--- config.mk ---
export PLATFORM = sky130hd
export DESIGN_NAME = cache_top
export DESIGN_NICKNAME = d
export VERILOG_FILES = /design/src/hdl/mem_bus_pkg.sv /design/src/hdl/cache_pkg.sv /design/src/hdl/cache_ifs.sv /design/src/hdl/tag_store.sv /design/src/hdl/data_store.sv /design/src/hdl/cache_controller.sv /design/src/hdl/cache_top.sv
export VERILOG_INCLUDE_DIRS = /design/src /design/src/hdl
export SDC_FILE = /design/constraint.sdc
export NUM_CORES = 2
export LEC_CHECK = 0
export ABC_AREA = 0
export BUFFER_PORTS_ARGS = -buffer_cell sky130_fd_sc_hd__clkbuf_2
export CORE_MARGIN = 2
export CORE_UTILIZATION = 36
export CTS_BUF_LIST = sky130_fd_sc_hd__clkbuf_4
export DETAILED_ROUTE_END_ITERATION = 8
export GPL_ROUTABILITY_DRIVEN = 1
export GPL_TIMING_DRIVEN = 0
export PLACE_DENSITY_LB_ADDON = 0.15
export SKIP_CTS_REPAIR_TIMING = 1
export SLEW_MARGIN = 20
export SYNTH_ARGS = -nofsm -noshare
export SYNTH_HDL_FRONTEND = slang
export SYNTH_HIERARCHICAL = 1
export SYNTH_SLANG_ARGS = --single-unit
--- constraint.sdc ---
create_clock -name clk -period 5.46 [get_ports clk]
set_input_delay 0.546 -clock clk [delete_from_list [all_inputs] [get_ports clk]]
set_output_delay 0.546 -clock clk [all_outputs]
set_load 0.01 [all_outputs]
--- src/hdl/cache_settings.svh ---
// Geometry of the two-way write-back cache.
`ifndef CACHE_SETTINGS_SVH
`define CACHE_SETTINGS_SVH

// Width of a word address.
`define CACHE_ADDR_BITS 16

// Words per cache line.
`define CACHE_LINE_WORDS 4

// Sets per way.
`define CACHE_LINES 8

// Number of ways.
`define CACHE_WAYS 2

// Width of one data word.
`define CACHE_DATA_BITS 32

`endif

--- src/hdl/mem_bus_pkg.sv ---
// Address field and memory operation types shared by the cache and its buses.
`default_nettype none
`include "cache_settings.svh"

package mem_bus_pkg;

    // Field widths of a word address.
    localparam int OFFSET_BITS = $clog2(`CACHE_LINE_WORDS);
    localparam int INDEX_BITS  = $clog2(`CACHE_LINES);
    localparam int TAG_BITS    = `CACHE_ADDR_BITS - INDEX_BITS - OFFSET_BITS;

    typedef logic [`CACHE_ADDR_BITS-1:0]   word_addr_t;
    typedef logic [`CACHE_DATA_BITS-1:0]   word_t;
    typedef logic [`CACHE_DATA_BITS/8-1:0] byte_mask_t;
    typedef logic [OFFSET_BITS-1:0]        line_offset_t;
    typedef logic [INDEX_BITS-1:0]         set_index_t;
    typedef logic [TAG_BITS-1:0]           tag_t;

    // A word address split into its fields.
    typedef struct packed {
        tag_t         tag;
        set_index_t   set;
        line_offset_t offset;
    } addr_fields_t;

    // Word position inside the data store.
    typedef struct packed {
        set_index_t   set;
        line_offset_t offset;
    } line_addr_t;

    typedef enum logic [1:0] {MEM_IDLE, MEM_READ, MEM_WRITE} mem_op_t;

endpackage

`default_nettype wire

--- src/hdl/cache_pkg.sv ---
// Tag entry, way index and controller state types of the cache.
`default_nettype none
`include "cache_settings.svh"

package cache_pkg;

    localparam int WAY_BITS = $clog2(`CACHE_WAYS);

    typedef logic [WAY_BITS-1:0] way_t;

    // One way's tag with its state flags.
    typedef struct packed {
        logic              valid;
        logic              dirty;
        mem_bus_pkg::tag_t tag;
    } tag_entry_t;

    typedef enum logic [2:0] {
        ST_INIT,
        ST_IDLE,
        ST_LOOKUP,
        ST_WRITEBACK,
        ST_REFILL,
        ST_FLUSH_SCAN,
        ST_FLUSH_WB
    } ctrl_state_t;

endpackage

`default_nettype wire

--- src/hdl/cache_ifs.sv ---
// Controller-to-store interfaces for the tag RAM and the data RAM.
`timescale 1ns/1ns
`default_nettype none
`include "cache_settings.svh"

interface tag_if;
    // Driven by the controller.
    mem_bus_pkg::set_index_t index;
    mem_bus_pkg::tag_t       lookup_tag;
    logic                    wr_en;
    cache_pkg::way_t         wr_way;
    cache_pkg::tag_entry_t   wr_entry;
    logic                    advance_victim;

    // Returned by the store one cycle after index.
    logic                    hit;
    cache_pkg::way_t         hit_way;
    cache_pkg::way_t         victim_way;
    cache_pkg::tag_entry_t   victim_entry;
    cache_pkg::tag_entry_t   scan_entry;

    modport ctrl (
        output index, lookup_tag, wr_en, wr_way, wr_entry, advance_victim,
        input  hit, hit_way, victim_way, victim_entry, scan_entry
    );

    modport store (
        input  index, lookup_tag, wr_en, wr_way, wr_entry, advance_victim,
        output hit, hit_way, victim_way, victim_entry, scan_entry
    );
endinterface

interface data_if;
    // Driven by the controller.
    mem_bus_pkg::line_addr_t rd_addr;
    logic                    wr_en;
    cache_pkg::way_t         wr_way;
    mem_bus_pkg::line_addr_t wr_addr;
    mem_bus_pkg::byte_mask_t wr_mask;
    mem_bus_pkg::word_t      wr_data;

    // One word per way, one cycle after rd_addr.
    mem_bus_pkg::word_t [`CACHE_WAYS-1:0] way_data;

    modport ctrl (
        output rd_addr, wr_en, wr_way, wr_addr, wr_mask, wr_data,
        input  way_data
    );

    modport store (
        input  rd_addr, wr_en, wr_way, wr_addr, wr_mask, wr_data,
        output way_data
    );
endinterface

`default_nettype wire

--- src/hdl/tag_store.sv ---
// Tag RAM with round-robin victim pointers and a parallel compare in every way.
`timescale 1ns/1ns
`default_nettype none
`include "cache_settings.svh"

module tag_store (
    input  logic clk,
    tag_if.store tags
);

    // One row per set, one entry per way.
    cache_pkg::tag_entry_t [`CACHE_WAYS-1:0] rows [`CACHE_LINES];
    cache_pkg::way_t victim_ptr [`CACHE_LINES];

    // Read side, registered from index.
    cache_pkg::tag_entry_t [`CACHE_WAYS-1:0] row_q;
    mem_bus_pkg::tag_t tag_q;
    cache_pkg::way_t victim_q;

    always_ff @(posedge clk) begin
        row_q    <= rows[tags.index];
        tag_q    <= tags.lookup_tag;
        victim_q <= victim_ptr[tags.index];

        if (tags.wr_en) begin
            rows[tags.index][tags.wr_way] <= tags.wr_entry;
        end

        if (tags.advance_victim) begin
            victim_ptr[tags.index] <= victim_ptr[tags.index] + 1'b1;
        end else if (tags.wr_en && !tags.wr_entry.valid) begin
            // An emptied set starts its round robin over at way 0.
            victim_ptr[tags.index] <= '0;
        end
    end

    // Compare against every valid way at once.
    always_comb begin
        tags.hit     = 1'b0;
        tags.hit_way = '0;
        for (int w = 0; w < `CACHE_WAYS; w++) begin
            if (row_q[w].valid && row_q[w].tag == tag_q) begin
                tags.hit     = 1'b1;
                tags.hit_way = cache_pkg::way_t'(w);
            end
        end
    end

    assign tags.victim_way   = victim_q;
    assign tags.victim_entry = row_q[victim_q];

    // Flush scan looks at the way it is about to rewrite.
    assign tags.scan_entry   = row_q[tags.wr_way];

endmodule

`default_nettype wire

--- src/hdl/data_store.sv ---
// Byte-writable data RAM, one word array per way, read in all ways together.
`timescale 1ns/1ns
`default_nettype none
`include "cache_settings.svh"

module data_store (
    input  logic  clk,
    data_if.store data
);

    localparam int WORDS = `CACHE_LINES * `CACHE_LINE_WORDS;
    localparam int BYTES = `CACHE_DATA_BITS / 8;

    for (genvar w = 0; w < `CACHE_WAYS; w++) begin : g_way
        mem_bus_pkg::word_t ram [WORDS];
        mem_bus_pkg::word_t rd_q;

        always_ff @(posedge clk) begin
            if (data.wr_en && data.wr_way == cache_pkg::way_t'(w)) begin
                for (int b = 0; b < BYTES; b++) begin
                    if (data.wr_mask[b]) begin
                        ram[data.wr_addr][b*8 +: 8] <= data.wr_data[b*8 +: 8];
                    end
                end
            end
            rd_q <= ram[data.rd_addr];
        end

        assign data.way_data[w] = rd_q;
    end

endmodule

`default_nettype wire

--- src/hdl/cache_controller.sv ---
// Cache FSM for hits, write-back, refill, reset invalidation and flush.
`timescale 1ns/1ns
`default_nettype none
`include "cache_settings.svh"

module cache_controller (
    input  logic                    clk,
    input  logic                    reset,
    input  logic                    cpu_re,
    input  mem_bus_pkg::byte_mask_t cpu_we,
    input  mem_bus_pkg::word_addr_t cpu_addr,
    input  mem_bus_pkg::word_t      cpu_wdata,
    input  logic                    flush,
    output logic                    cpu_ready,
    output mem_bus_pkg::word_t      cpu_rdata,
    output logic                    flushing,
    output logic                    mem_re,
    output logic                    mem_we,
    output mem_bus_pkg::word_addr_t mem_addr,
    output mem_bus_pkg::word_t      mem_wdata,
    input  logic                    mem_ready,
    input  mem_bus_pkg::word_t      mem_rdata,
    tag_if.ctrl                     tags,
    data_if.ctrl                    data
);

    cache_pkg::ctrl_state_t state;

    // Captured CPU request.
    mem_bus_pkg::addr_fields_t req;
    mem_bus_pkg::byte_mask_t   req_we;
    mem_bus_pkg::word_t        req_wdata;

    // Line transfer bookkeeping.
    cache_pkg::way_t           line_way;
    mem_bus_pkg::tag_t         wb_tag;
    mem_bus_pkg::set_index_t   wb_set;
    mem_bus_pkg::line_offset_t word_cnt;
    logic                      word_ready;
    logic                      line_done;

    // Set and way walk for init and flush.
    mem_bus_pkg::set_index_t   scan_set;
    cache_pkg::way_t           scan_way;
    logic                      scan_read;

    mem_bus_pkg::addr_fields_t cur;
    mem_bus_pkg::mem_op_t      mem_op;
    logic                      last_word;
    logic                      scan_last;
    logic                      scan_dirty;
    logic                      wb_state;

    // Stores are addressed from the CPU port while idle, from the request otherwise.
    assign cur = (state == cache_pkg::ST_IDLE) ?
                 mem_bus_pkg::addr_fields_t'(cpu_addr) : req;

    assign last_word  = word_cnt == mem_bus_pkg::line_offset_t'(`CACHE_LINE_WORDS - 1);
    assign scan_last  = scan_set == mem_bus_pkg::set_index_t'(`CACHE_LINES - 1) &&
                        scan_way == cache_pkg::way_t'(`CACHE_WAYS - 1);
    assign scan_dirty = tags.scan_entry.valid && tags.scan_entry.dirty;
    assign wb_state   = state inside {cache_pkg::ST_WRITEBACK, cache_pkg::ST_FLUSH_WB};
    assign flushing   = state inside {cache_pkg::ST_INIT, cache_pkg::ST_FLUSH_SCAN,
                                      cache_pkg::ST_FLUSH_WB};

    assign tags.index      = flushing ? scan_set : cur.set;
    assign tags.lookup_tag = cur.tag;
    assign tags.wr_way     = flushing ? scan_way :
                             (state == cache_pkg::ST_LOOKUP) ? tags.hit_way : line_way;

    assign data.rd_addr = wb_state ? mem_bus_pkg::line_addr_t'({wb_set, word_cnt}) :
                                     mem_bus_pkg::line_addr_t'({cur.set, cur.offset});

    // Hit writes take the CPU word, refill writes the memory word.
    assign data.wr_way  = (state == cache_pkg::ST_LOOKUP) ? tags.hit_way : line_way;
    assign data.wr_addr = mem_bus_pkg::line_addr_t'({req.set,
                          (state == cache_pkg::ST_LOOKUP) ? req.offset : word_cnt});
    assign data.wr_mask = (state == cache_pkg::ST_LOOKUP) ? req_we : '1;
    assign data.wr_data = (state == cache_pkg::ST_LOOKUP) ? req_wdata : mem_rdata;

    assign mem_re    = mem_op == mem_bus_pkg::MEM_READ;
    assign mem_we    = mem_op == mem_bus_pkg::MEM_WRITE;
    assign mem_addr  = (state == cache_pkg::ST_REFILL) ? {req.tag, req.set, word_cnt} :
                                                         {wb_tag, wb_set, word_cnt};
    assign mem_wdata = data.way_data[line_way];

    always_comb begin
        tags.wr_en          = 1'b0;
        tags.wr_entry       = '0;
        tags.advance_victim = 1'b0;
        data.wr_en          = 1'b0;
        mem_op              = mem_bus_pkg::MEM_IDLE;
        case (state)
            cache_pkg::ST_INIT: begin
                tags.wr_en = 1'b1;
            end
            cache_pkg::ST_LOOKUP: begin
                if (tags.hit && req_we != '0) begin
                    tags.wr_en    = 1'b1;
                    tags.wr_entry = '{valid: 1'b1, dirty: 1'b1, tag: req.tag};
                    data.wr_en    = 1'b1;
                end
            end
            cache_pkg::ST_WRITEBACK, cache_pkg::ST_FLUSH_WB: begin
                if (word_ready) begin
                    mem_op = mem_bus_pkg::MEM_WRITE;
                end
                // Flushed line is dropped once its last word is out.
                if (state == cache_pkg::ST_FLUSH_WB && word_ready && mem_ready && last_word) begin
                    tags.wr_en = 1'b1;
                end
            end
            cache_pkg::ST_REFILL: begin
                if (!line_done) begin
                    mem_op     = mem_bus_pkg::MEM_READ;
                    data.wr_en = mem_ready;
                    if (mem_ready && last_word) begin
                        tags.wr_en          = 1'b1;
                        tags.wr_entry       = '{valid: 1'b1, dirty: 1'b0, tag: req.tag};
                        tags.advance_victim = 1'b1;
                    end
                end
            end
            cache_pkg::ST_FLUSH_SCAN: begin
                tags.wr_en = scan_read && !scan_dirty;
            end
            default: begin
            end
        endcase
    end

    always_ff @(posedge clk) begin
        cpu_ready <= 1'b0;
        if (reset) begin
            state      <= cache_pkg::ST_INIT;
            scan_set   <= '0;
            scan_way   <= '0;
            scan_read  <= 1'b0;
            word_cnt   <= '0;
            word_ready <= 1'b0;
            line_done  <= 1'b0;
        end else begin
            case (state)
                cache_pkg::ST_INIT: begin
                    {scan_set, scan_way} <= {scan_set, scan_way} + 1'b1;
                    if (scan_last) begin
                        state <= cache_pkg::ST_IDLE;
                    end
                end
                cache_pkg::ST_IDLE: begin
                    // The cycle with cpu_ready still shows the finished request.
                    if (!cpu_ready && (cpu_re || cpu_we != '0)) begin
                        state <= cache_pkg::ST_LOOKUP;
                    end else if (!cpu_ready && flush) begin
                        scan_set  <= '0;
                        scan_way  <= '0;
                        scan_read <= 1'b0;
                        state     <= cache_pkg::ST_FLUSH_SCAN;
                    end
                end
                cache_pkg::ST_LOOKUP: begin
                    if (tags.hit) begin
                        cpu_ready <= 1'b1;
                        state     <= cache_pkg::ST_IDLE;
                    end else begin
                        line_way   <= tags.victim_way;
                        wb_tag     <= tags.victim_entry.tag;
                        wb_set     <= req.set;
                        word_cnt   <= '0;
                        word_ready <= 1'b0;
                        line_done  <= 1'b0;
                        if (tags.victim_entry.valid && tags.victim_entry.dirty) begin
                            state <= cache_pkg::ST_WRITEBACK;
                        end else begin
                            state <= cache_pkg::ST_REFILL;
                        end
                    end
                end
                cache_pkg::ST_WRITEBACK, cache_pkg::ST_FLUSH_WB: begin
                    // One cycle for the RAM read, then hold the word until accepted.
                    if (!word_ready) begin
                        word_ready <= 1'b1;
                    end else if (mem_ready) begin
                        word_ready <= 1'b0;
                        word_cnt   <= word_cnt + 1'b1;
                        if (last_word && state == cache_pkg::ST_WRITEBACK) begin
                            state <= cache_pkg::ST_REFILL;
                        end else if (last_word) begin
                            {scan_set, scan_way} <= {scan_set, scan_way} + 1'b1;
                            state <= scan_last ? cache_pkg::ST_IDLE : cache_pkg::ST_FLUSH_SCAN;
                        end
                    end
                end
                cache_pkg::ST_REFILL: begin
                    // Extra cycle lets the stores be re-read for the lookup.
                    if (line_done) begin
                        state <= cache_pkg::ST_LOOKUP;
                    end else if (mem_ready) begin
                        word_cnt <= word_cnt + 1'b1;
                        if (last_word) begin
                            line_done <= 1'b1;
                        end
                    end
                end
                cache_pkg::ST_FLUSH_SCAN: begin
                    if (!scan_read) begin
                        scan_read <= 1'b1;
                    end else begin
                        scan_read <= 1'b0;
                        if (scan_dirty) begin
                            line_way   <= scan_way;
                            wb_tag     <= tags.scan_entry.tag;
                            wb_set     <= scan_set;
                            word_cnt   <= '0;
                            word_ready <= 1'b0;
                            state      <= cache_pkg::ST_FLUSH_WB;
                        end else begin
                            {scan_set, scan_way} <= {scan_set, scan_way} + 1'b1;
                            if (scan_last) begin
                                state <= cache_pkg::ST_IDLE;
                            end
                        end
                    end
                end
                default: begin
                    state <= cache_pkg::ST_IDLE;
                end
            endcase
        end
    end

    // Request capture and read return.
    always_ff @(posedge clk) begin
        if (state == cache_pkg::ST_IDLE) begin
            req       <= mem_bus_pkg::addr_fields_t'(cpu_addr);
            req_we    <= cpu_we;
            req_wdata <= cpu_wdata;
        end
        if (state == cache_pkg::ST_LOOKUP) begin
            cpu_rdata <= data.way_data[tags.hit_way];
        end
    end

endmodule

`default_nettype wire

--- src/hdl/cache_top.sv ---
// Two-way write-back cache top level joining the tag store, data store and FSM.
`timescale 1ns/1ns
`default_nettype none

module cache_top (
    input  logic                    clk,
    input  logic                    reset,
    input  logic                    cpu_re,
    input  mem_bus_pkg::byte_mask_t cpu_we,
    input  mem_bus_pkg::word_addr_t cpu_addr,
    input  mem_bus_pkg::word_t      cpu_wdata,
    input  logic                    flush,
    output logic                    cpu_ready,
    output mem_bus_pkg::word_t      cpu_rdata,
    output logic                    flushing,
    output logic                    mem_re,
    output logic                    mem_we,
    output mem_bus_pkg::word_addr_t mem_addr,
    output mem_bus_pkg::word_t      mem_wdata,
    input  logic                    mem_ready,
    input  mem_bus_pkg::word_t      mem_rdata
);

    tag_if  tags ();
    data_if data ();

    tag_store i_tag_store (
        .clk  (clk),
        .tags (tags.store)
    );

    data_store i_data_store (
        .clk  (clk),
        .data (data.store)
    );

    cache_controller i_controller (
        .clk       (clk),
        .reset     (reset),
        .cpu_re    (cpu_re),
        .cpu_we    (cpu_we),
        .cpu_addr  (cpu_addr),
        .cpu_wdata (cpu_wdata),
        .flush     (flush),
        .cpu_ready (cpu_ready),
        .cpu_rdata (cpu_rdata),
        .flushing  (flushing),
        .mem_re    (mem_re),
        .mem_we    (mem_we),
        .mem_addr  (mem_addr),
        .mem_wdata (mem_wdata),
        .mem_ready (mem_ready),
        .mem_rdata (mem_rdata),
        .tags      (tags.ctrl),
        .data      (data.ctrl)
    );

endmodule

`default_nettype wire

Word-level counts from Yosys, hierarchy flattened. Memory sizes are Yosys's and may differ from the RTL's. A register that Yosys moved wholly into a read port is not among the register bits. Cells that the tools add are included. W data, S select, Z words.

Flip-flop bits (word level): 113. RAM bits: 2264. Input port bits: 89. Output and inout port bits: 84. Logic and storage cells: 231. Memories: 4.

$add $sub $neg: 3. Magnitude comparators: 5. Equal/unequal tests: 26. Muxes and demuxes: 129. Bitwise logic cells: 4. Reductions and logical operators: 42.

Memories: i_data_store.g_way[0].ram (words 32, bits a word 32, read ports 1, clocked after Yosys merged registers in 1, wr ports 1, RTL line data_store.sv:15) `mem_bus_pkg::word_t ram [WORDS];`; i_data_store.g_way[1].ram (words 32, bits a word 32, read ports 1, clocked after Yosys merged registers in 1, wr ports 1, RTL line data_store.sv:15); i_tag_store.rows (words 8, bits a word 26, read ports 1, clocked after Yosys merged registers in 1, wr ports 1, RTL line tag_store.sv:12) `` cache_pkg::tag_entry_t [`CACHE_WAYS-1:0] rows [`CACHE_LINES]; ``; i_tag_store.victim_ptr (words 8, bits a word 1, read ports 1, clocked after Yosys merged registers in 0, wr ports 1, RTL line tag_store.sv:13) `` cache_pkg::way_t victim_ptr [`CACHE_LINES]; ``.

Operators with widths (count): $mux W32 (5); $mux W13 (8); $mux W3 (25); $mux W1 (60); $mux W11 (3); $mux W26 (1); $pmux W13 S2 (1); $eq A11 B11 Y1 (2); $pmux W11 S2 (1); $logic_and A1 B1 Y1 (18); $pmux W3 S6 (1); $mux W16 (1); $mux W2 (8); $reduce_bool A4 Y1 (4); $ne A2 B2 Y1 const B (7); $demux W13 S1 (1); $eq A3 B3 Y1 const B (4); $pmux W3 S4 (1); $reduce_and A6 Y1 (2); $mux W5 (2); $ne A2 B1 Y1 const B (5); $reduce_and A9 Y1 (1); $lt A1 B2 Y1 const B (4); $pmux W1 S2 (4); other kinds (29) (40).

Logic depth before layout (Yosys ltp).
Word-level depth: 16. Gate-level depth with buffers: 17. Mapped depth without buffers: 11.

Cells and area by module. The synthesis kept the hierarchy.

Modules (own cells, without submodules): data_store (times used 1, cells each 3404, area each 80111.8 um^2); tag_store (times used 1, cells each 573, area each 9710.6 um^2); cache_controller (times used 1, cells each 522, area each 6007.0 um^2).

Worst setup path after synthesis. Ideal clock, no wire load.

Path type: reg2reg. Start point: reg i_tag_store.tag_q[1]. End point: mem i_tag_store/rows[4][0] in the netlist's numbering (enable). Data arrival time: 3.765 ns. Required time: 5.060 ns. Slack: 1.296 ns. Stages on the path, launching flop included: 16. Clock period less this slack: 4.164 ns. Path through: dfxtp_1 > xnor2_1 > nand4_1 > nor3_1 > clkbuf_1 > mux2_2 > mux2_2 > clkbuf_1 > buf_2 > mux2_2 > nand2_1 > a32o_1 > or3_1 > nand2b_1 > clkbuf_1 > nor3_1.

RTL lines: from (decl) (RTL line tag_store.sv:17) `mem_bus_pkg::tag_t tag_q;`; from (signal assigned) (RTL line tag_store.sv:22) `tag_q <= tags.lookup_tag;`; to (decl) (RTL line tag_store.sv:12).

==> results.cfg <==
[global_routing]
grt_usage = 0.245
grt_pass1_vias = 52500
grt_start_max_net_pins = 65
grt_remaining_overflow = 0
grt_pass1_wl_um = 446000
antenna_found_initial = 37

[final_layout]
finalNetCount = 5633
multi_input_area_mm2 = 0.0217
stdcell_count = 9645
drive_above_1_share = 0.406
layout_common_cells = edfxtp_1 (2347), clkbuf_4 (1010), mux4_2 (614)
area_growth_pct = 18.0
final_area_mm2 = 0.113
regArea_mm2 = 0.0731
fillers = 23600
final_common_cell = edfxtp_1

[logic_synthesis]
yosysTopAreaCellShare = 0.735
synth_seq_cells = 2478
ys_seq_area_frac = 0.763
synthesis.area_mm2 = 0.0958
syn_nets = 4591
postSynth.asyncResetShare = 0
syn_inst = 4499
avgSynthCellArea_um2 = 21.3
ys_warn_count = 6
synth_edf_count = 2347
synth_ff_type = edfxtp_1
synth.distinct_cells = 70
synth.area.top_cells = edfxtp_1 (74%), mux4_2 (14%), dfxtp_1 (2.7%)
yosysTopAreaCell = edfxtp_1

[run]
maxCapViolCount = 0

[power]
finalPower_mw = 65.5
p_leak_nw = 37.0
p_per_area_mw_per_mm2 = 579
vdd_drop_max_mv = 0.783

[critical_path]
reg2reg_slack_ns = -0.04
cp.required_ns = 6.83
rr_worst_depth = 15
rr_endpoint = i_data_store/g_way[1].rd_q[19]
setup.worst_path.start = i_controller/state[0]
cp_top_family = buffers and inverters
critical_path.max_fanout = 11
crit_path_start_kind = register
path_common_cell = buf_2
cp_num_buf_inv = 8
crit_arrival_ns = 6.87
setup.worst_path.end = i_data_store/g_way[1].rd_q[19]
crit_chain = buf_2 -> nor2b_4 -> nand2_2 -> inv_1 -> buf_2 -> mux2i_1 -> a21oi_1 -> buf_2 -> buf_2 -> buf_2 -> buf_2 -> clkbuf_2 -> o21ai_0 -> o22ai_1 -> o21a_1
setup.worst_path.end_class = register
cpMaxStageDelayCell = buf_2
slowest_delay_ns = 0.75
crit_type = register to register
worst-path-stages = 15
r2r_start = i_controller/state[0]

[routing]
wl_per_cell_um = 34.9
drtIter0Drc = 6286
first_pass_iters = 5
drcViolationCount = 0
wl_um = 337000
avgViaCountPerCell = 5.58
antenna_left = 0
vias = 53800

[timing]
worst_pin_slew_ns = 1.19
period_share = 1.01
fin_skew_ns = 0.126
maxSlewHeadroom = 0.209
rsz0062_at_grt = yes
slew_viol_final = 0
hold_viol_final = 0
timing.fmax_mhz = 182
setup_violations = 1
timing.final.ws_setup_ns = -0.0391
fin_setup_tns_ns = -0.0391
post-route-min-period_ns = 5.50

[floorplan]
die_y_um = 520
start_util = 0.362
dieArea_mm2 = 0.270
die_w_um = 520
rows = 189
core_region_area_mm2 = 0.265
pin_count = 173

[run_status]
status = finished with violations
violations = setup timing

[placement]
place_inst = 8266
dp_worst_setup_slack_ns = -0.259
dp_hpwl_um = 224000
placed_area_mm2 = 0.103
place.gp.congestion = 0.863
io_buffer_count = 172

[cts]
cts_htree_levels = 6
cts-root-buf = clkbuf_4
clock_latency_ns = 1.61
cts_tree = yes
cts.sinks = 2478
cts_buffer_depth = 4
numCtsBuffers = 660
clk_pin_slew_ns = 0.06

[worst_hold_path]
hold_path.class = input pin to register
==> tightest hold or removal path: cells and delay by family <==
family,cells,cell delay [ns]
and+or+nand+nor,1,0.07
buffers and inverters,2,0.70
AOI/OAI and AO/OA,2,0.22
==> worst min-delay path by stage <==
stage	to	slack, ns	cells past startpoint	start
after CTS	i_controller/req_wdata[28]	-1.04	1	cpu_wdata[28]
final	i_controller/word_ready	0.06	5	mem_ready
after global placement	i_controller/req[0]	0.45	2	i_controller/req[0]
after global routing	i_controller/word_ready	0.04	5	mem_ready
after floorplan	i_controller/req[0]	0.43	2	i_controller/req[0]
after detailed placement	i_controller/req[0]	0.45	2	i_controller/req[0]
==> area by class of cell <==
cell class / instances / area share
clock inverter: 157 / 0.00873
multi-input combinational: 1747 / 0.192
buffer: 258 / 0.0129
clock buffer: 1010 / 0.0671
antenna: 66 / 0.00146
timing repair buffer: 381 / 0.0318
tap: 3533 / 0.0391
inverter: 15 / 0.000498
sequential: 2478 / 0.646
==> sequential cells by signal (all words and copies together) (netlist names), 2 cells and up <==
name,count
i_controller/word_cnt,2
i_data_store/g_way.ram,2048
i_tag_store/rows,208
i_controller/state,3
i_controller/wb_tag,11
i_data_store/g_way.rd_q,64
i_tag_store/victim_ptr,8
i_controller/wb_set,3
i_tag_store/row_q,26
i_controller/cpu_rdata,32
i_controller/scan_set,3
i_controller/data.wr_addr,3
i_controller/req_we,4
i_controller/req_wdata,32
i_controller/req,13
i_tag_store/tag_q,11
==> cells in the mapped netlist (16+ instances only) <==
master       n
nand2b_1    17
nor2_1     317
o22ai_1     28
xnor2_1     20
a22oi_1     26
mux4_2     614
and2_1      16
buf_2       59
dfxtp_1    131
edfxtp_1  2347
nand2_1    186
nor3_1      17
mux2_2     223
a21oi_1     30
clkbuf_1   107
a221oi_1    20
buf_1       24
buf_4       58
mux2i_1     63
o21ai_0     20
==> layer usage <==
metal / routed length [µm] / global-route usage / vias to the layer above
met2: 151000 / 0.365 / 3117
met5: 93 / 0 / -
met4: 12200 / 0.0932 / 14
met1: 139000 / 0.345 / 28900
li1: - / - / 21200
met3: 34700 / 0.0618 / 568
==> kinds of logic after synthesis <==
group,count (synthesis),share of synthesized area
xor gates and xnor gates,23,0.00210
and+or+nand+nor,621,0.0279
AOI/OAI and AO/OA,198,0.0147
buffers and inverters,274,0.0146
adders and majority gates,4,0.000496
muxes,901,0.177
DFF,2478,0.763
==> per-stage QoR <==
stage | hold slack, ns | utilization
2_1_floorplan | 0.431 | -
3_3_place_gp | 0.448 | 0.382
3_5_place_dp | 0.454 | 0.388
4_1_cts | -1.04 | 0.420
5_1_grt | 0.0423 | 0.427
6_report | 0.0611 | 0.427
==> power breakdown <==
group | total (mW) | internal, mW | switching [mW] | leakage [nW]
Combinational | 25.5 | 9.26 | 16.3 | 9.35
Sequential | 23.2 | 22.8 | 0.483 | 22.5
Clock | 16.7 | 8.74 | 7.98 | 5.11
Total | 65.5 | 40.8 | 24.7 | 37.0
Note: power is estimated with default switching activity, not from simulation.
